--- src/source/outputControl_settings.svh ---
`ifndef OUTPUTCONTROL_SETTINGS_SVH
`define OUTPUTCONTROL_SETTINGS_SVH

// channel counts
`define TRANSDUCER_COUNT 8
`define TRIG_LED_COUNT 16

// field widths
`define PHASE_DELAY_WIDTH 16
`define LED_TIME_WIDTH 16
`define CHARGE_BYTE_WIDTH 8
`define CHARGE_TIME_COUNT 4
`define CHARGE_SELECT_WIDTH 2
`define COMMAND_WIDTH 9
`define MODE_WIDTH 2

// one-hot command bit positions within the command field
`define CMD_SET_TRIG_LEDS 0
`define CMD_FIRE 2
`define CMD_SET_AMP 3
`define CMD_RESET_INTERRUPT 6
`define CMD_TRIGGER_MASK 9'b000000111

`endif

--- src/source/outputControlPkg.sv ---
`include "outputControl_settings.svh"

package outputControlPkg;

	typedef logic [`PHASE_DELAY_WIDTH-1:0] phaseDelay_t;	// delay in txCLK cycles
	typedef logic [`CHARGE_BYTE_WIDTH:0] chargeTime_t;	// byte with a 1 below it, always odd
	typedef logic [`CHARGE_BYTE_WIDTH-1:0] chargeByte_t;
	typedef logic [`LED_TIME_WIDTH-1:0] ledTime_t;
	typedef logic [`COMMAND_WIDTH-1:0] commandField_t;

	// only modePio does anything, the rest force outputs to rest
	typedef enum logic [`MODE_WIDTH-1:0] {
		modeIdle,
		modePio,
		modeRam,
		modeRamSubcall
	} controlMode_e;

	// per-channel sequencing, shared by pulsers and LED timers
	typedef enum logic [1:0] {
		stateWaiting,
		stateDelaying,
		statePulsing,
		stateDone
	} channelState_e;

	// control word, mode sits in the low bits
	typedef struct packed {
		logic [1:0] pad;
		logic [`CHARGE_SELECT_WIDTH-1:0] chargeSelect;
		logic spare;
		logic [`TRIG_LED_COUNT-1:0] ledEnable;
		commandField_t command;
		controlMode_e mode;
	} pioControlWord_s;

	typedef struct packed {
		ledTime_t delay;	// upper half
		ledTime_t duration;
	} ledTiming_s;

endpackage

--- src/source/pioCommandDecoder.sv ---
`timescale 1ns/1ps
`include "outputControl_settings.svh"

module pioCommandDecoder (
	input logic txCLK,
	input logic reset,
	input outputControlPkg::pioControlWord_s controlWord,
	input outputControlPkg::chargeByte_t [`CHARGE_TIME_COUNT-1:0] chargeTimes,
	input logic isSolo,
	input logic [`TRANSDUCER_COUNT-1:0] fireComplete,
	input logic [`TRIG_LED_COUNT-1:0] ledComplete,
	output logic fireArmed,
	output logic ledArmed,
	output logic channelReset,
	output logic ledStop,
	output outputControlPkg::chargeTime_t chargeTime,
	output logic internalTrigger,
	output logic commandDone
);

	outputControlPkg::commandField_t prevCommand;
	logic fireSeen;	// fire-type command since last reset-interrupt
	logic pioMode;
	logic commandChanged;
	logic allFireComplete;
	logic allLedComplete;

	assign pioMode = (controlWord.mode == outputControlPkg::modePio);
	assign allFireComplete = &fireComplete;
	assign allLedComplete = &ledComplete;

	// commands act once, on the edge where the field changes
	assign commandChanged = pioMode && (controlWord.command != '0)
		&& (controlWord.command != prevCommand);

	always_ff @(posedge txCLK)
	begin
		if (reset)
		begin
			prevCommand <= '0;
			fireArmed <= 1'b0;
			ledArmed <= 1'b0;
			channelReset <= 1'b1;
			ledStop <= 1'b1;
			chargeTime <= '0;
			internalTrigger <= 1'b0;
			commandDone <= 1'b0;
			fireSeen <= 1'b0;
		end
		else
		begin
			prevCommand <= controlWord.command;
			if (!pioMode)
			begin
				// abort everything, channels fall back to rest
				fireArmed <= 1'b0;
				ledArmed <= 1'b0;
				channelReset <= 1'b1;
				ledStop <= 1'b1;
				chargeTime <= '0;
				internalTrigger <= 1'b0;
				fireSeen <= 1'b0;
			end
			else
			begin
				ledStop <= 1'b0;

				if (fireArmed && allFireComplete)
				begin
					fireArmed <= 1'b0;
					channelReset <= 1'b1;
				end
				if (ledArmed && allLedComplete)
					ledArmed <= 1'b0;

				// done once nothing is pending after a fire-type command
				if (!fireArmed && !ledArmed && fireSeen)
					commandDone <= 1'b1;

				if (commandChanged)
				begin
					if ((controlWord.command & `CMD_TRIGGER_MASK) != '0)
					begin
						fireSeen <= 1'b1;
						if (isSolo)
							internalTrigger <= 1'b1;	// solo board triggers itself
					end
					if (controlWord.command[`CMD_FIRE])
					begin
						fireArmed <= 1'b1;
						channelReset <= 1'b0;
					end
					if (controlWord.command[`CMD_SET_TRIG_LEDS])
						ledArmed <= 1'b1;

					// charge time is frozen while a fire is pending
					if (controlWord.command[`CMD_SET_AMP] && !fireArmed)
						chargeTime <= {chargeTimes[controlWord.chargeSelect], 1'b1};

					if (controlWord.command[`CMD_RESET_INTERRUPT])
					begin
						internalTrigger <= 1'b0;
						commandDone <= 1'b0;	// overrides a set in this same cycle
						fireSeen <= 1'b0;
					end
				end
			end
		end
	end

endmodule

--- src/source/transducerPulser.sv ---
`timescale 1ns/1ps

module transducerPulser (
	input logic txCLK,
	input logic reset,
	input logic channelReset,
	input logic isActive,
	input logic fireArmed,
	input logic trigger,
	input outputControlPkg::chargeTime_t chargeTime,
	input outputControlPkg::phaseDelay_t phaseDelay,
	output logic pulseOut,
	output logic fireComplete
);

	outputControlPkg::channelState_e state;
	outputControlPkg::phaseDelay_t count;	// used for delay, then for pulse width

	always_ff @(posedge txCLK)
	begin
		if (reset || channelReset || !fireArmed)
		begin
			state <= outputControlPkg::stateWaiting;
			count <= '0;
		end
		else
		begin
			case (state)
				outputControlPkg::stateWaiting:
				begin
					if (isActive && trigger)
					begin
						state <= outputControlPkg::stateDelaying;
						count <= phaseDelay;
					end
				end
				outputControlPkg::stateDelaying:
				begin
					if (count != '0)
						count <= count - 1'b1;
					else if (chargeTime == '0)
						state <= outputControlPkg::stateDone;	// no amplitude set yet
					else
					begin
						state <= outputControlPkg::statePulsing;
						count <= outputControlPkg::phaseDelay_t'(chargeTime) - 1'b1;
					end
				end
				outputControlPkg::statePulsing:
				begin
					if (count != '0)
						count <= count - 1'b1;
					else
						state <= outputControlPkg::stateDone;
				end
				default:
				begin
					state <= outputControlPkg::stateDone;	// hold until disarmed
				end
			endcase
		end
	end

	assign pulseOut = (state == outputControlPkg::statePulsing);
	assign fireComplete = !isActive || (state == outputControlPkg::stateDone);

endmodule

--- src/source/triggerLedTimer.sv ---
`timescale 1ns/1ps

module triggerLedTimer (
	input logic txCLK,
	input logic reset,
	input logic ledStop,
	input logic restLevel,
	input logic isEnabled,
	input logic ledArmed,
	input logic trigger,
	input outputControlPkg::ledTiming_s timing,
	output logic ledOut,
	output logic ledComplete
);

	outputControlPkg::channelState_e state;
	outputControlPkg::ledTime_t count;
	logic inWindow;

	// ledStop is a hard abort, no waiting for the window to close
	always_ff @(posedge txCLK)
	begin
		if (reset || ledStop || !ledArmed)
		begin
			state <= outputControlPkg::stateWaiting;
			count <= '0;
		end
		else
		begin
			case (state)
				outputControlPkg::stateWaiting:
				begin
					if (isEnabled && trigger)
					begin
						state <= outputControlPkg::stateDelaying;
						count <= timing.delay;
					end
				end
				outputControlPkg::stateDelaying:
				begin
					if (count != '0)
						count <= count - 1'b1;
					else if (timing.duration == '0)
						state <= outputControlPkg::stateDone;	// empty window
					else
					begin
						state <= outputControlPkg::statePulsing;
						count <= timing.duration - 1'b1;
					end
				end
				outputControlPkg::statePulsing:
				begin
					if (count != '0)
						count <= count - 1'b1;
					else
						state <= outputControlPkg::stateDone;
				end
				default:
				begin
					state <= outputControlPkg::stateDone;
				end
			endcase
		end
	end

	assign inWindow = (state == outputControlPkg::statePulsing);

	// flip away from rest only inside the window
	assign ledOut = inWindow ? !restLevel : restLevel;
	assign ledComplete = !isEnabled || (state == outputControlPkg::stateDone);

endmodule

--- src/source/outputControlTop.sv ---
`timescale 1ns/1ps
`include "outputControl_settings.svh"

module outputControlTop (
	input logic txCLK,
	input logic reset,
	input outputControlPkg::pioControlWord_s controlWord,
	input outputControlPkg::chargeByte_t [`CHARGE_TIME_COUNT-1:0] chargeTimes,
	input outputControlPkg::phaseDelay_t [`TRANSDUCER_COUNT-1:0] phaseDelays,
	input outputControlPkg::ledTiming_s [`TRIG_LED_COUNT-1:0] ledTimings,
	input logic [`TRIG_LED_COUNT-1:0] ledRestLevels,
	input logic [`TRANSDUCER_COUNT-1:0] transducerActive,
	input logic isSolo,
	input logic externalTrigger,
	output logic [`TRANSDUCER_COUNT-1:0] transducerOutput,
	output logic [`TRIG_LED_COUNT-1:0] triggerLedOutput,
	output logic commandDone
);

	logic fireArmed;
	logic ledArmed;
	logic channelReset;
	logic ledStop;
	logic internalTrigger;
	logic trigger;
	outputControlPkg::chargeTime_t chargeTime;
	logic [`TRANSDUCER_COUNT-1:0] fireComplete;
	logic [`TRIG_LED_COUNT-1:0] ledComplete;

	// either source starts every armed channel at once
	assign trigger = externalTrigger | internalTrigger;

	pioCommandDecoder decoder (
		.txCLK(txCLK),
		.reset(reset),
		.controlWord(controlWord),
		.chargeTimes(chargeTimes),
		.isSolo(isSolo),
		.fireComplete(fireComplete),
		.ledComplete(ledComplete),
		.fireArmed(fireArmed),
		.ledArmed(ledArmed),
		.channelReset(channelReset),
		.ledStop(ledStop),
		.chargeTime(chargeTime),
		.internalTrigger(internalTrigger),
		.commandDone(commandDone)
	);

	for (genvar i = 0; i < `TRANSDUCER_COUNT; i++)
	begin : genPulser
		transducerPulser pulser (
			.txCLK(txCLK),
			.reset(reset),
			.channelReset(channelReset),
			.isActive(transducerActive[i]),
			.fireArmed(fireArmed),
			.trigger(trigger),
			.chargeTime(chargeTime),
			.phaseDelay(phaseDelays[i]),
			.pulseOut(transducerOutput[i]),
			.fireComplete(fireComplete[i])
		);
	end

	// LED enables come straight from the control word
	for (genvar i = 0; i < `TRIG_LED_COUNT; i++)
	begin : genLedTimer
		triggerLedTimer ledTimer (
			.txCLK(txCLK),
			.reset(reset),
			.ledStop(ledStop),
			.restLevel(ledRestLevels[i]),
			.isEnabled(controlWord.ledEnable[i]),
			.ledArmed(ledArmed),
			.trigger(trigger),
			.timing(ledTimings[i]),
			.ledOut(triggerLedOutput[i]),
			.ledComplete(ledComplete[i])
		);
	end

endmodule

--- config.mk ---
export PLATFORM = sky130hd
export DESIGN_NAME = outputControlTop
export DESIGN_NICKNAME = d
export VERILOG_FILES = /design/src/source/outputControlPkg.sv /design/src/source/pioCommandDecoder.sv /design/src/source/transducerPulser.sv /design/src/source/triggerLedTimer.sv /design/src/source/outputControlTop.sv
export VERILOG_INCLUDE_DIRS = /design/src /design/src/source
export SDC_FILE = /design/constraint.sdc
export NUM_CORES = 2
export LEC_CHECK = 0
export BUFFER_PORTS_ARGS = -buffer_cell sky130_fd_sc_hd__buf_4
export CAP_MARGIN = 20
export CORE_AREA = 2 2 299 301
export DETAILED_ROUTE_END_ITERATION = 10
export DIE_AREA = 0 0 301 303
export PLACE_DENSITY = 0.74
export SETUP_SLACK_MARGIN = 0.5
export SYNTH_ARGS = -nofsm -noshare
export SYNTH_HDL_FRONTEND = slang
export SYNTH_SLANG_ARGS = --single-unit
--- constraint.sdc ---
create_clock -name txCLK -period 3.48 [get_ports txCLK]
set_input_delay 0.348 -clock txCLK [delete_from_list [all_inputs] [get_ports txCLK]]
set_output_delay 0.348 -clock txCLK [all_outputs]
set_load 0.02 [all_outputs]
==> summary.txt <==
Synth
  – Flop and latch count out of synthesis: 457
  – Synthesized area per cell: 7.34 um2
  – Post-synth cell types: 89
  – Syn_nets: 6326
  – Top FF cell, synth: dfxtp_1
  – Post-Syn Area: 0.0399 mm2
  – Synth area leaders: dfxtp_1, o21ai_0, xor2_1, a21oi_1, ha_1
  – Top cell type's share of synthesized area: 0.229
  – Yosys warnings: 0
  – Mapped Cells: 5432
  – Sequential-to-total area share from yosys stat: 0.229
  – Synth area leader: dfxtp_1
  – Number of enable flip-flop cells after synthesis: 0
  – Ys async rst share: 0

Global routing
  – Largest net degree at the start of global routing: 51
  – GRT overflow: 0
  – Initial antenna violation count: 51
  – GRT Total Usage: 0.340
  – First-pass GRT wire length: 248000 um
  – Number of global-route vias before repair: 43200

Die
  – Rows: 109
  – Die area: 0.0912 mm2
  – Die Ht: 303 um
  – Chip width: 301 um
  – # IOs: 757
  – Starting Density: 0.453
  – Core region area: 0.0880 mm2

Timing
  – Final Cycle Share: 0.814
  – Final max-slew violation count: 0
  – Fmax: 0.353 GHz
  – Final Hold Vio Count: 0
  – TNS Setup: 0 ps
  – Final period demand of the worst path: 2830 ps
  – Unrepaired setup endpoints after global routing: no
  – Setup violations, final: 0
  – WHS: 25.7 ps
  – Actual slew at the worst max-slew pin: 1080 ps
  – Slew headroom: 0.276
  – Max Clock Skew: 35.1 ps

Routing
  – ANT nets after route: 0
  – Total number of vias: 46900
  – Met3 Routed Length: 14700 um
  – DR WL/cell: 22.0 um
  – Total Wirelength: 164000 um
  – Metal2 WL: 74500 um
  – # DRC: 0
  – Starting DRT DRC Count: 4287
  – Post-DR vias/cell: 6.28
  – DR pass1 iterations: 7
  – Met1 WL: 65600 um
  – Top routing layer in use: met5

Worst setup path
  – Worst Setup End Kind: flop
  – Reg2Reg Launch Point: genLedTimer[14].ledTimer.count[0]
  – CP Capture Point: genLedTimer[14].ledTimer.count[14]
  – Worst Setup SP: genLedTimer[14].ledTimer.count[0]
  – R2r setup slk: 650 ps
  – FF-to-FF End: genLedTimer[14].ledTimer.count[14]
  – Depth of the most critical reg-to-reg path: 8
  – WP data required: 3970 ps
  – Worst-path fanout max: 7
  – Crit path arrival time: 3320 ps
  – CP Launch Type: flop
  – Critical path class: reg2reg

Cells and area
  – Layout overhead on the synthesized area: 26.3%
  – Layout cell share with drive strength beyond 1: 0.180
  – Final net count: 7098

Placed design
  – GP Congestion: 0.996
  – Final HPWL DP: 125000 um
  – Number of port buffers: 753

Status
  – Status: finished clean

Clock network
  – CTS Buf Count: 56
  – # clock sinks: 457
  – Clock Latency Late Sink: 650 ps
  – Worst-path clk slew: 60 ps
  – CTS tree: yes
  – Clock buffer depth: 3
  – H-tree levels: 2
  – CTS Root Cell: clkbuf_16

Power
  – PD cells: 269 mW/mm2
  – Worst VDD drop: 348 uV
  – Pleak: 0.0202 uW

Hold path
  – Hold Crit Class: in2reg
  – Hold Startpoint: ledTimings[411]

Run
  – Max-cap violations: 0
## layout make-up
class                   instances  area [um2]
clock buffers                  71        1520
fillers                      8245       37600
clock inverters                31         432
multi-input cells            4384       28500
well taps                    1165        1460
repair buffers               1041        8240
inverters                     264         991
flip-flops and latches        457        9150
diodes                         45         113
## flip-flops by register name, summed over array words and instances, names as in the netlist
signal / count
decoder.fireArmed: 1
decoder.commandDone: 1
decoder.internalTrigger: 1
decoder.prevCommand: 9
genLedTimer.ledTimer.state: 32
decoder.ledArmed: 1
decoder.ledStop: 1
genLedTimer.ledTimer.count: 256
genPulser.pulser.count: 128
genPulser.pulser.state: 16
decoder.channelReset: 1
decoder.chargeTime: 9
decoder.fireSeen: 1
## worst max-delay path: stages (launching register included)
cell and delay (ps):
dfxtp_1 360, inv_1 70, ha_1 230, nor3b_1 270, and2_1 250, nand3_1 280
or4b_2 700, a221oi_1 420, nor3_1 90
## kinds of logic after synthesis
kind of cell	synth area share
buffers and inverters	0.0590
multiplexers	0.0192
adder cells (fa/ha/maj)	0.0508
flip-flops	0.229
AO/OA/AOI/OAI	0.286
XOR/XNOR	0.103
AND/OR/NAND/NOR	0.253
## placed cells by master (no fill, tap or decap), types with 162 or more instances in the layout
cell | Yosys | routed
nor3_1 | 177 | 175
a21oi_1 | 423 | 423
ha_1 | 162 | 162
dfxtp_1 | 457 | 457
nand2_1 | 410 | 408
o21ai_0 | 454 | 452
nor2_1 | 383 | 383
xnor2_1 | 217 | 217
inv_1 | 258 | 258
nand3_1 | 241 | 241
buf_4 | 25 | 890
xor2_1 | 253 | 253
nor4_1 | 163 | 162
## how the worst min path moves through the flow
stage / end / slack (ps) / cells past startpoint
after floorplan: decoder.fireSeen / 440 / 2
after global placement: genPulser[2].pulser.count[14] / 460 / 2
after detailed placement: genPulser[2].pulser.count[14] / 460 / 2
after CTS: genLedTimer[0].ledTimer.count[6] / 0.6 / 3
after global routing: genLedTimer[14].ledTimer.count[10] / 20 / 3
final: genLedTimer[12].ledTimer.count[11] / 30 / 3
## Yosys cell counts, drive strengths merged, types with 176 or more instances
| master | n |
|---|---|
| a21oi | 423 |
| nor2 | 384 |
| xor2 | 253 |
| nand3 | 241 |
| dfxtp | 457 |
| o21ai | 474 |
| nor3 | 179 |
| nor4 | 176 |
| inv | 258 |
| clkbuf | 275 |
| xnor2 | 217 |
| nand2 | 410 |
## stage by stage
step / utilization / cells / worst slack [ps] / power, uW / cell area (um2)
finish: 0.573 / 7458 / 648 / 13600 / 50400
global route: 0.572 / 7450 / 506 / 13900 / 50300
floorplan: - / 5432 / 642 / 6020 / 39900
CTS: 0.570 / 7409 / 532 / 13600 / 50200
global placement: 0.532 / 7161 / 561 / 7120 / 46800
detailed placement: 0.532 / 7161 / 535 / 7140 / 46800
## power breakdown
group / internal (uW) / leakage [uW] / switching, uW / total (uW)
logic: 988 / 0.0156 / 982 / 1970
clock network: 3700 / 0.000940 / 2650 / 6350
registers: 5240 / 0.00368 / 5.66 / 5240
## timing repair
action,in CTS,in global routing
hold buffers,146,0
endpoints found under the hold margin,138,0
endpoints found under the setup margin,0,42
gates resized for setup,0,12
setup buffers,0,4
## layer usage
layer | track usage | vias up
met5 | 0 | -
met4 | 0.200 | 16
met3 | 0.0640 | 482
met2 | 0.541 | 2390
met1 | 0.429 | 22100
li1 | - | 21900
Note: power is estimated with default switching activity, not from simulation.
